`config.mk`:
```
export PLATFORM = sky130hd
export DESIGN_NAME = exec_core
export DESIGN_NICKNAME = d
export VERILOG_FILES = /design/src/logic/exec_pkg.sv /design/src/logic/exec_core.sv /design/src/logic/exec_control.sv /design/src/logic/booth_multiplier.sv /design/src/logic/alu.sv /design/src/logic/reg_file.sv
export SDC_FILE = /design/constraint.sdc
export NUM_CORES = 1
export LEC_CHECK = 0
export BUFFER_PORTS_ARGS = -buffer_cell sky130_fd_sc_hd__buf_2
export CORE_ASPECT_RATIO = 0.8
export CORE_UTILIZATION = 40
export CTS_CLUSTER_DIAMETER = 30
export DETAILED_ROUTE_END_ITERATION = 10
export SLEW_MARGIN = 40
export SYNTH_ARGS = -nofsm -noshare
export SYNTH_HDL_FRONTEND = slang
export SYNTH_SLANG_ARGS = --single-unit
```
`constraint.sdc`:
```
create_clock -name clk -period 5.8 [get_ports clk]
set_input_delay 0.29 -clock clk [delete_from_list [all_inputs] [get_ports clk]]
set_output_delay 0.29 -clock clk [all_outputs]
set_load 0.03 [all_outputs]
```
`src/logic/exec_pkg.sv`:
```
// Execute core shared definitions
// Widths, opcodes and the instruction word layout
package exec_pkg;

   // -------------------------------------------------------------------
   // Widths
   // -------------------------------------------------------------------
   localparam int DATA_W    = 16;
   localparam int REG_AW    = 3;
   localparam int NUM_REGS  = 8;
   localparam int OPC_W     = 3;
   localparam int IMM_W     = 10;

   // Booth steps, two multiplier bits each
   localparam int MUL_STEPS = 8;
   // Step counter must be able to hold MUL_STEPS itself
   localparam int CNT_W     = $clog2(MUL_STEPS + 1);

   // -------------------------------------------------------------------
   // Opcodes
   // -------------------------------------------------------------------
   localparam logic [OPC_W-1:0] OP_ADD = 3'd0;
   localparam logic [OPC_W-1:0] OP_SUB = 3'd1;
   localparam logic [OPC_W-1:0] OP_AND = 3'd2;
   localparam logic [OPC_W-1:0] OP_OR  = 3'd3;
   localparam logic [OPC_W-1:0] OP_XOR = 3'd4;
   localparam logic [OPC_W-1:0] OP_SHL = 3'd5;
   localparam logic [OPC_W-1:0] OP_LI  = 3'd6;
   localparam logic [OPC_W-1:0] OP_MUL = 3'd7;

   // -------------------------------------------------------------------
   // Instruction word, same 16 bits seen two ways
   // -------------------------------------------------------------------
   typedef union packed {
      struct packed {
         logic [OPC_W-1:0]  opcode;
         logic [REG_AW-1:0] rd;
         logic [REG_AW-1:0] rs1;
         logic [REG_AW-1:0] rs2;
         logic [3:0]        unused;
      } r_form;
      struct packed {
         logic [OPC_W-1:0]  opcode;
         logic [REG_AW-1:0] rd;
         logic [IMM_W-1:0]  imm;
      } i_form;
   } instr_t;

endpackage
```
`src/logic/exec_core.sv`:
```
// Execute core top level
// Register file, ALU, Booth multiplier and control tied together
module exec_core (
   input  logic                          clk,
   input  logic                          rst_n,
   input  logic                          instr_valid,
   input  logic [exec_pkg::DATA_W-1:0]   instr,
   output logic                          busy,
   output logic                          wb_valid,
   output logic [exec_pkg::REG_AW-1:0]   wb_rd,
   output logic [exec_pkg::DATA_W-1:0]   wb_data
);

   // Register read path
   logic [exec_pkg::REG_AW-1:0] rs1_addr;
   logic [exec_pkg::REG_AW-1:0] rs2_addr;
   logic [exec_pkg::DATA_W-1:0] rs1_data;
   logic [exec_pkg::DATA_W-1:0] rs2_data;

   // ALU controls and result
   logic [exec_pkg::OPC_W-1:0]  alu_op;
   logic [exec_pkg::IMM_W-1:0]  alu_imm;
   logic [exec_pkg::DATA_W-1:0] alu_result;

   // Multiplier handshake
   logic                        mul_start;
   logic                        mul_done;
   logic [exec_pkg::DATA_W-1:0] mul_product;

   // -------------------------------------------------------------------
   // Instances
   // -------------------------------------------------------------------
   // Writeback also feeds the register write port
   reg_file u_reg_file (
      .clk       (clk),
      .rst_n     (rst_n),
      .rd_addr_a (rs1_addr),
      .rd_addr_b (rs2_addr),
      .rd_data_a (rs1_data),
      .rd_data_b (rs2_data),
      .wr_en     (wb_valid),
      .wr_addr   (wb_rd),
      .wr_data   (wb_data)
   );

   alu u_alu (
      .op     (alu_op),
      .a      (rs1_data),
      .b      (rs2_data),
      .imm    (alu_imm),
      .result (alu_result)
   );

   // rs1 is the multiplicand, rs2 the multiplier
   booth_multiplier u_booth_multiplier (
      .clk          (clk),
      .rst_n        (rst_n),
      .start        (mul_start),
      .multiplicand (rs1_data),
      .multiplier   (rs2_data),
      .product      (mul_product),
      .done         (mul_done)
   );

   exec_control u_exec_control (
      .clk         (clk),
      .rst_n       (rst_n),
      .instr_valid (instr_valid),
      .instr       (instr),
      .busy        (busy),
      .rs1_addr    (rs1_addr),
      .rs2_addr    (rs2_addr),
      .alu_op      (alu_op),
      .alu_imm     (alu_imm),
      .alu_result  (alu_result),
      .mul_start   (mul_start),
      .mul_done    (mul_done),
      .mul_product (mul_product),
      .wb_valid    (wb_valid),
      .wb_rd       (wb_rd),
      .wb_data     (wb_data)
   );

endmodule

```
`src/logic/exec_control.sv`:
```
// Execute core control
// Decodes the instruction word, accepts when not busy, starts multiplies
// and drives the single writeback port
module exec_control (
   input  logic                          clk,
   input  logic                          rst_n,
   input  logic                          instr_valid,
   input  exec_pkg::instr_t              instr,
   output logic                          busy,
   output logic [exec_pkg::REG_AW-1:0]   rs1_addr,
   output logic [exec_pkg::REG_AW-1:0]   rs2_addr,
   output logic [exec_pkg::OPC_W-1:0]    alu_op,
   output logic [exec_pkg::IMM_W-1:0]    alu_imm,
   input  logic [exec_pkg::DATA_W-1:0]   alu_result,
   output logic                          mul_start,
   input  logic                          mul_done,
   input  logic [exec_pkg::DATA_W-1:0]   mul_product,
   output logic                          wb_valid,
   output logic [exec_pkg::REG_AW-1:0]   wb_rd,
   output logic [exec_pkg::DATA_W-1:0]   wb_data
);

   // Decoded fields
   logic [exec_pkg::OPC_W-1:0]  opcode;
   logic [exec_pkg::REG_AW-1:0] dest;
   logic                        is_mul;
   logic                        accept;

   // Busy flag and pending multiply destination
   logic                        busy_q;
   logic [exec_pkg::REG_AW-1:0] mul_rd_q;

   // ALU writeback stage
   logic                        alu_wb_valid_q;
   logic [exec_pkg::REG_AW-1:0] alu_wb_rd_q;
   logic [exec_pkg::DATA_W-1:0] alu_wb_data_q;

   // -------------------------------------------------------------------
   // Decode
   // -------------------------------------------------------------------
   // Opcode and rd sit in the same place in both forms
   assign opcode   = instr.r_form.opcode;
   assign dest     = instr.r_form.rd;
   assign rs1_addr = instr.r_form.rs1;
   assign rs2_addr = instr.r_form.rs2;

   // Immediate view of the same word
   assign alu_imm  = instr.i_form.imm;
   assign alu_op   = opcode;

   assign is_mul   = (opcode == exec_pkg::OP_MUL);
   assign accept   = instr_valid && !busy_q;

   // One-cycle launch in the accepting cycle
   assign mul_start = accept && is_mul;
   assign busy      = busy_q;

   // -------------------------------------------------------------------
   // Busy tracking
   // -------------------------------------------------------------------
   always_ff @(posedge clk or negedge rst_n)
   begin
      if (!rst_n)
         busy_q <= 1'b0;
      else if (mul_start)
         busy_q <= 1'b1;
      else if (mul_done)
         busy_q <= 1'b0;
   end

   // Destination held until the product returns
   always_ff @(posedge clk)
   begin
      if (mul_start)
         mul_rd_q <= dest;
   end

   // -------------------------------------------------------------------
   // ALU writeback stage
   // -------------------------------------------------------------------
   always_ff @(posedge clk or negedge rst_n)
   begin
      if (!rst_n)
         alu_wb_valid_q <= 1'b0;
      else
         alu_wb_valid_q <= accept && !is_mul;
   end

   always_ff @(posedge clk)
   begin
      if (accept && !is_mul)
      begin
         alu_wb_rd_q   <= dest;
         alu_wb_data_q <= alu_result;
      end
   end

   // -------------------------------------------------------------------
   // Writeback select
   // -------------------------------------------------------------------
   // The two sources never fire in the same cycle
   assign wb_valid = alu_wb_valid_q || mul_done;
   assign wb_rd    = mul_done ? mul_rd_q : alu_wb_rd_q;
   assign wb_data  = mul_done ? mul_product : alu_wb_data_q;

endmodule

```
`src/logic/booth_multiplier.sv`:
```
// Radix-4 Booth multiplier
// Two-state FSM, eight add/shift steps, low 16 product bits out
// done pulses for one cycle with the product valid alongside
module booth_multiplier (
   input  logic                          clk,
   input  logic                          rst_n,
   input  logic                          start,
   input  logic [exec_pkg::DATA_W-1:0]   multiplicand,
   input  logic [exec_pkg::DATA_W-1:0]   multiplier,
   output logic [exec_pkg::DATA_W-1:0]   product,
   output logic                          done
);

   // FSM state, 0 idle, 1 running
   logic state;
   logic next_state;

   // Step counter
   logic [exec_pkg::CNT_W-1:0] step_cnt;

   // Upper partial, multiplier bits, guard bit
   logic [2*exec_pkg::DATA_W:0] prod_q;

   // Multiplicand and twice the multiplicand
   logic [exec_pkg::DATA_W-1:0] mcand_q;
   logic [exec_pkg::DATA_W-1:0] mcand2_q;

   // Adder output for one step
   logic [exec_pkg::DATA_W-1:0] sum;
   logic [exec_pkg::DATA_W-1:0] upper;

   assign done  = state && (step_cnt == exec_pkg::MUL_STEPS);
   assign upper = prod_q[2*exec_pkg::DATA_W:exec_pkg::DATA_W+1];

   // -------------------------------------------------------------------
   // FSM
   // -------------------------------------------------------------------
   always_comb
   begin
      next_state = state;
      case (state)
         1'b0:
         begin
            if (start)
               next_state = 1'b1;
         end
         default:
         begin
            // Back to idle in the done cycle
            if (done)
               next_state = 1'b0;
         end
      endcase
   end

   always_ff @(posedge clk or negedge rst_n)
   begin
      if (!rst_n)
         state <= 1'b0;
      else
         state <= next_state;
   end

   // Held at zero while idle, counts every running cycle
   always_ff @(posedge clk or negedge rst_n)
   begin
      if (!rst_n)
         step_cnt <= '0;
      else if (!state)
         step_cnt <= '0;
      else
         step_cnt <= step_cnt + 1'b1;
   end

   // -------------------------------------------------------------------
   // Booth recode and add
   // -------------------------------------------------------------------
   always_comb
   begin
      case (prod_q[2:0])
         3'b001, 3'b010: sum = upper + mcand_q;
         3'b011:         sum = upper + mcand2_q;
         3'b100:         sum = upper - mcand2_q;
         3'b101, 3'b110: sum = upper - mcand_q;
         // 000 and 111 add nothing
         default:        sum = upper;
      endcase
   end

   // -------------------------------------------------------------------
   // Product register
   // -------------------------------------------------------------------
   always_ff @(posedge clk)
   begin
      if (!state)
      begin
         // Idle, keep tracking the operands
         prod_q   <= {{exec_pkg::DATA_W{1'b0}}, multiplier, 1'b0};
         mcand_q  <= multiplicand;
         mcand2_q <= {multiplicand[exec_pkg::DATA_W-2:0], 1'b0};
      end
      else if (!done)
      begin
         // Arithmetic shift right by two
         prod_q <= {sum[exec_pkg::DATA_W-1], sum[exec_pkg::DATA_W-1], sum,
                    prod_q[exec_pkg::DATA_W:2]};
      end
   end

   // Low half, above the guard bit
   assign product = prod_q[exec_pkg::DATA_W:1];

endmodule

```
`src/logic/alu.sv`:
```
// Single-cycle ALU
// Add, sub, logic ops, left shift and load immediate
module alu (
   input  logic [exec_pkg::OPC_W-1:0]   op,
   input  logic [exec_pkg::DATA_W-1:0]  a,
   input  logic [exec_pkg::DATA_W-1:0]  b,
   input  logic [exec_pkg::IMM_W-1:0]   imm,
   output logic [exec_pkg::DATA_W-1:0]  result
);

   // Sign-extended immediate
   logic [exec_pkg::DATA_W-1:0] imm_ext;

   // Shift amount, low 4 bits of b only
   logic [3:0] shamt;

   assign imm_ext = {{(exec_pkg::DATA_W - exec_pkg::IMM_W){imm[exec_pkg::IMM_W-1]}}, imm};
   assign shamt   = b[3:0];

   // -------------------------------------------------------------------
   // Operation select
   // -------------------------------------------------------------------
   always_comb
   begin
      case (op)
         exec_pkg::OP_ADD:
         begin
            result = a + b;
         end
         exec_pkg::OP_SUB:
         begin
            result = a - b;
         end
         exec_pkg::OP_AND:
         begin
            result = a & b;
         end
         exec_pkg::OP_OR:
         begin
            result = a | b;
         end
         exec_pkg::OP_XOR:
         begin
            result = a ^ b;
         end
         exec_pkg::OP_SHL:
         begin
            // Logical shift, zeros in from the right
            result = a << shamt;
         end
         exec_pkg::OP_LI:
         begin
            result = imm_ext;
         end
         default:
         begin
            // Multiply goes through the Booth unit, nothing here
            result = '0;
         end
      endcase
   end

endmodule

```
`src/logic/reg_file.sv`:
```
// Register file for the execute core
// Eight 16-bit registers, two async read ports, one write port
// Same-cycle write data is forwarded onto the read ports
module reg_file (
   input  logic                          clk,
   input  logic                          rst_n,
   input  logic [exec_pkg::REG_AW-1:0]   rd_addr_a,
   input  logic [exec_pkg::REG_AW-1:0]   rd_addr_b,
   output logic [exec_pkg::DATA_W-1:0]   rd_data_a,
   output logic [exec_pkg::DATA_W-1:0]   rd_data_b,
   input  logic                          wr_en,
   input  logic [exec_pkg::REG_AW-1:0]   wr_addr,
   input  logic [exec_pkg::DATA_W-1:0]   wr_data
);

   // Register storage
   logic [exec_pkg::DATA_W-1:0] regs [exec_pkg::NUM_REGS];

   // -------------------------------------------------------------------
   // Write port
   // -------------------------------------------------------------------
   always_ff @(posedge clk or negedge rst_n)
   begin
      if (!rst_n)
      begin
         // All registers start at zero
         for (int i = 0; i < exec_pkg::NUM_REGS; i++)
         begin
            regs[i] <= '0;
         end
      end
      else if (wr_en)
      begin
         regs[wr_addr] <= wr_data;
      end
   end

   // -------------------------------------------------------------------
   // Read ports with write-through bypass
   // -------------------------------------------------------------------
   always_comb
   begin
      // Port A
      if (wr_en && (wr_addr == rd_addr_a))
         rd_data_a = wr_data;
      else
         rd_data_a = regs[rd_addr_a];

      // Port B
      if (wr_en && (wr_addr == rd_addr_b))
         rd_data_b = wr_data;
      else
         rd_data_b = regs[rd_addr_b];
   end

endmodule

```
==> flow_summary.toml <==
[worst_setup_path]
r2r-end = "u_exec_control.alu_wb_data_q[15]"
end_kind = "flop"
cp.depth = 22
worstSetupEndpoint = "u_exec_control.alu_wb_data_q[15]"
critPathLaunchType = "flop"
critical_path_class = "flop to flop"
critPathArrivalTime_ps = 5780
crit_family = "compound AO/OA/AOI/OAI gates"
worstPathRequired_ps = 6120
critPathLaunch = "u_booth_multiplier.step_cnt[0]"
crit_path_top_delay_cell = "or4_1"
reg2reg_depth = 22
reg2reg_from = "u_booth_multiplier.step_cnt[0]"
max_stage_delay_ps = 560
crit_buf_inv = 4
crit_fanout = 21
path_cells = "inv_1 -> ha_1 -> and4b_4 -> inv_2 -> nand4_1 -> a2111oi_4 -> nor2_1 -> a21o_1 -> inv_1 -> buf_4 -> a21oi_1 -> xnor2_1 -> ha_1 -> o21a_1 -> o21ai_0 -> a21oi_1 -> or4_1 -> a31oi_2 -> o21ai_0 -> a31oi_1 -> xnor2_1 -> a211o_1"
rrSetupSlack_ps = 330

[power_and_ir_drop]
leakagePower_nw = 7.633
p_per_area_nw_per_um2 = 700.8
power_mw = 12.35
vdd.ir_drop.worst_uv = 285.1

[routing]
num_vias = 12910
ant_nets = 0
wl_microns = 47360
drc = 0
vias_per_cell = 5.910
drt_first_pass_iters = 5
route.detailed.wl_per_inst_microns = 21.67
drtIter0Drc = 1254

[timing]
hold_viol_final = 0
finalMaxSlewViolations = 0
maxSlewHeadroom_pct = 43.65
timing.setup.tns_ps = 0
fin_crit_sh_pct = 94.30
setup_viol = 0
setup_ws_ps = 330.5
grt_setup_unrepaired = "no"
finClkSkew_ps = 25.91
worst_slew_pin_slew_ps = 842.1
max_clock_freq_mhz = 182.8
period_needed_ps = 5470

[logic_synthesis]
synth_top_area_share_pct = 22.90
synth-edff-count = 54
avgSynthCellArea_sq_um = 9.214
yosysUniqueCellTypes = 76
ys_top_cells_by_area = "dfrtp_1 (23%), edfxtp_1 (11%), mux4_2 (9.0%)"
ys.flop_type = "dfrtp_1"
synth_area_sq_um = 14750
async_flop_share_pct = 66.18
synth-seq-cells = 204
syn-num-nets = 1706
synth_top_cell_by_area = "dfrtp_1"
syn_inst = 1601
synth_seq_area_share_pct = 35.93
yosysWarnings = 0

[cts]
clk-insertion-delay-late_ps = 570
path_clk_slew_ps = 40
cts-htree-levels = 2
cts_tree = "done"
cts_sinks = 204
cts-buffers-inserted = 51
cts.path.max_buffers = 3
cts_root_buf = "clkbuf_16"

[global_route]
grt_max_degree = 75
grt_remaining_overflow = 0
track_usage_pct = 25.37
grt_pass1_wl_microns = 74210
antenna_found_initial = 0
grt_pass1_vias = 12580

[placed_design]
place_ws_ps = 300.2
place_inst = 2082
dp_hpwl_microns = 33080
portBuffers = 39
place.gp.congestion = 0.9615

[finish]
multi_input_area_sq_um = 8783
nFillCells = 3334
area_delta_synth_final_pct = 19.48
ff_latch_area_sq_um = 5300
drive_gt1_share_pct = 17.36
fin_nets = 1767
num_antenna_cells = 0
final_core_util_pct = 48.86
final_cells = 2185

[floorplan]
io_pins = 40
die_h_microns = 173.8
start_util_pct = 40.89
rows = 62
dieArea_sq_um = 37660
die_w_microns = 216.7
core-area_sq_um = 36070

[run_status]
outcome = "complete, no violations"

[worst_hold_path]
hp-class = "primary input to flop"

[job]
drv_cap = 0
## cell usage after synthesis, types with 4 or more instances
cell type / n
or4b_2: 4
nand2_1: 149
mux4_2: 59
or2_2: 6
o21a_1: 7
mux2_2: 7
nand2b_1: 10
xnor2_1: 67
and2_1: 9
clkbuf_1: 66
nand4_1: 9
dfxtp_1: 15
nor2b_1: 7
and3_1: 6
a211o_1: 5
a221oi_1: 12
a31oi_1: 12
buf_2: 21
o211ai_1: 13
xor2_1: 24
nor3_1: 37
nand3_1: 22
o31a_1: 4
inv_1: 71
o221ai_1: 8
a221o_1: 8
buf_1: 8
a22oi_1: 13
mux2i_1: 54
o22ai_1: 8
a211oi_1: 6
nor2_1: 188
a21o_1: 16
or4_1: 5
a21oi_1: 170
nor3b_1: 7
o21ai_0: 134
ha_1: 83
edfxtp_1: 54
or3_1: 5
dfrtp_1: 135
## layout make-up
class                   count  area share [%]
flip-flops and latches    204           30.07
well taps                 480           3.407
clock buffers              69           8.078
clock inverters            27           2.485
inverters                  76           1.619
multi-input cells        1220           49.83
repair buffers            109           4.508
## cell usage in the layout (no fill, tap or decap), drive strengths merged, types with 9 or more instances in the layout
cell and count:
mux2i 57, a21oi 172, edfxtp 54, dfxtp 15, a221oi 15, mux4 59, nand3 23, and2 10
nor3 37, inv 78, nor2 188, o211ai 13, dfrtp 135, a21o 16, o21ai 134, ha 83
nand4 9, bufinv 10, nand2 149, clkbuf 70, clkinv 12, xnor2 67, nand2b 10, buf 104
a22oi 13, a31oi 12, xor2 24
## routing by layer
layer  vias up  share of wire, %  GRT usage (%)
met2       584                43          37.39
met1      6296                46          37.40
met3       109               8.9          4.877
met5         -                 0              0
li1       5924                 -              -
met4         0               2.9          7.835
## how the worst min path moves through the flow
stage | start | endpoint | cells after the start
3_5_place_dp | rst_n | u_reg_file.regs[13] | 1
5_1_grt | instr[1] | u_exec_control.alu_wb_data_q[1] | 3
3_3_place_gp | rst_n | u_reg_file.regs[13] | 1
4_1_cts | instr[1] | u_exec_control.alu_wb_data_q[1] | 3
2_1_floorplan | rst_n | u_booth_multiplier.state | 0
6_report | instr[1] | u_exec_control.alu_wb_data_q[1] | 3
## what timing repair did
action                                  CTS  global route
buffers inserted                          0             2
endpoints found under the setup margin    0             2
gates resized for setup                   0             3
hold buffers                              4             0
hold endpoints to repair                 79             0
## through the flow
step                hold WS, ps  cell area [sq um]
detailed placement        347.5              15660
floorplan                -5.591              14750
CTS                       204.7              17560
global route              218.8              17630
global placement          345.8              15650
finish                    225.0              17630
## worst reg2reg max path: stages, from the launching register on
cell       delay [ps]
dfrtp_1           390
inv_1              70
ha_1              190
and4b_4           290
inv_2             230
nand4_1           190
a2111oi_4         550
nor2_1            100
a21o_1            180
inv_1              80
buf_4             260
a21oi_1           130
xnor2_1           150
ha_1              330
o21a_1            140
o21ai_0           230
a21oi_1           170
or4_1             560
a31oi_2           220
o21ai_0           180
a31oi_1           230
xnor2_1            90
a211o_1           290
## cells by family after synthesis
family	after synthesis	share of synthesized area, %
fa+ha+maj	86	7.447
simple gates	476	14.41
buf+inv	177	4.936
mux	123	13.66
compound gates	444	18.21
xor+xnor	91	5.403
flops	204	35.93
## power breakdown
group	internal, mW	total (mW)	leakage [nW]	switching (mW)
clock	2.16	3.08	0.908	0.922
sequential	2.23	2.86	2.28	0.629
combinational	2.77	6.41	4.44	3.64
## flip-flops by register name (all words and copies together) (netlist names), 3 cells and up
name	flops
u_booth_multiplier.mcand_q	16
u_booth_multiplier.prod_q	31
u_booth_multiplier.step_cnt	4
u_exec_control.alu_wb_data_q	16
u_exec_control.alu_wb_rd_q	3
u_exec_control.mul_rd_q	3
u_reg_file.regs	128
Note: power is estimated with default switching activity, not from simulation.
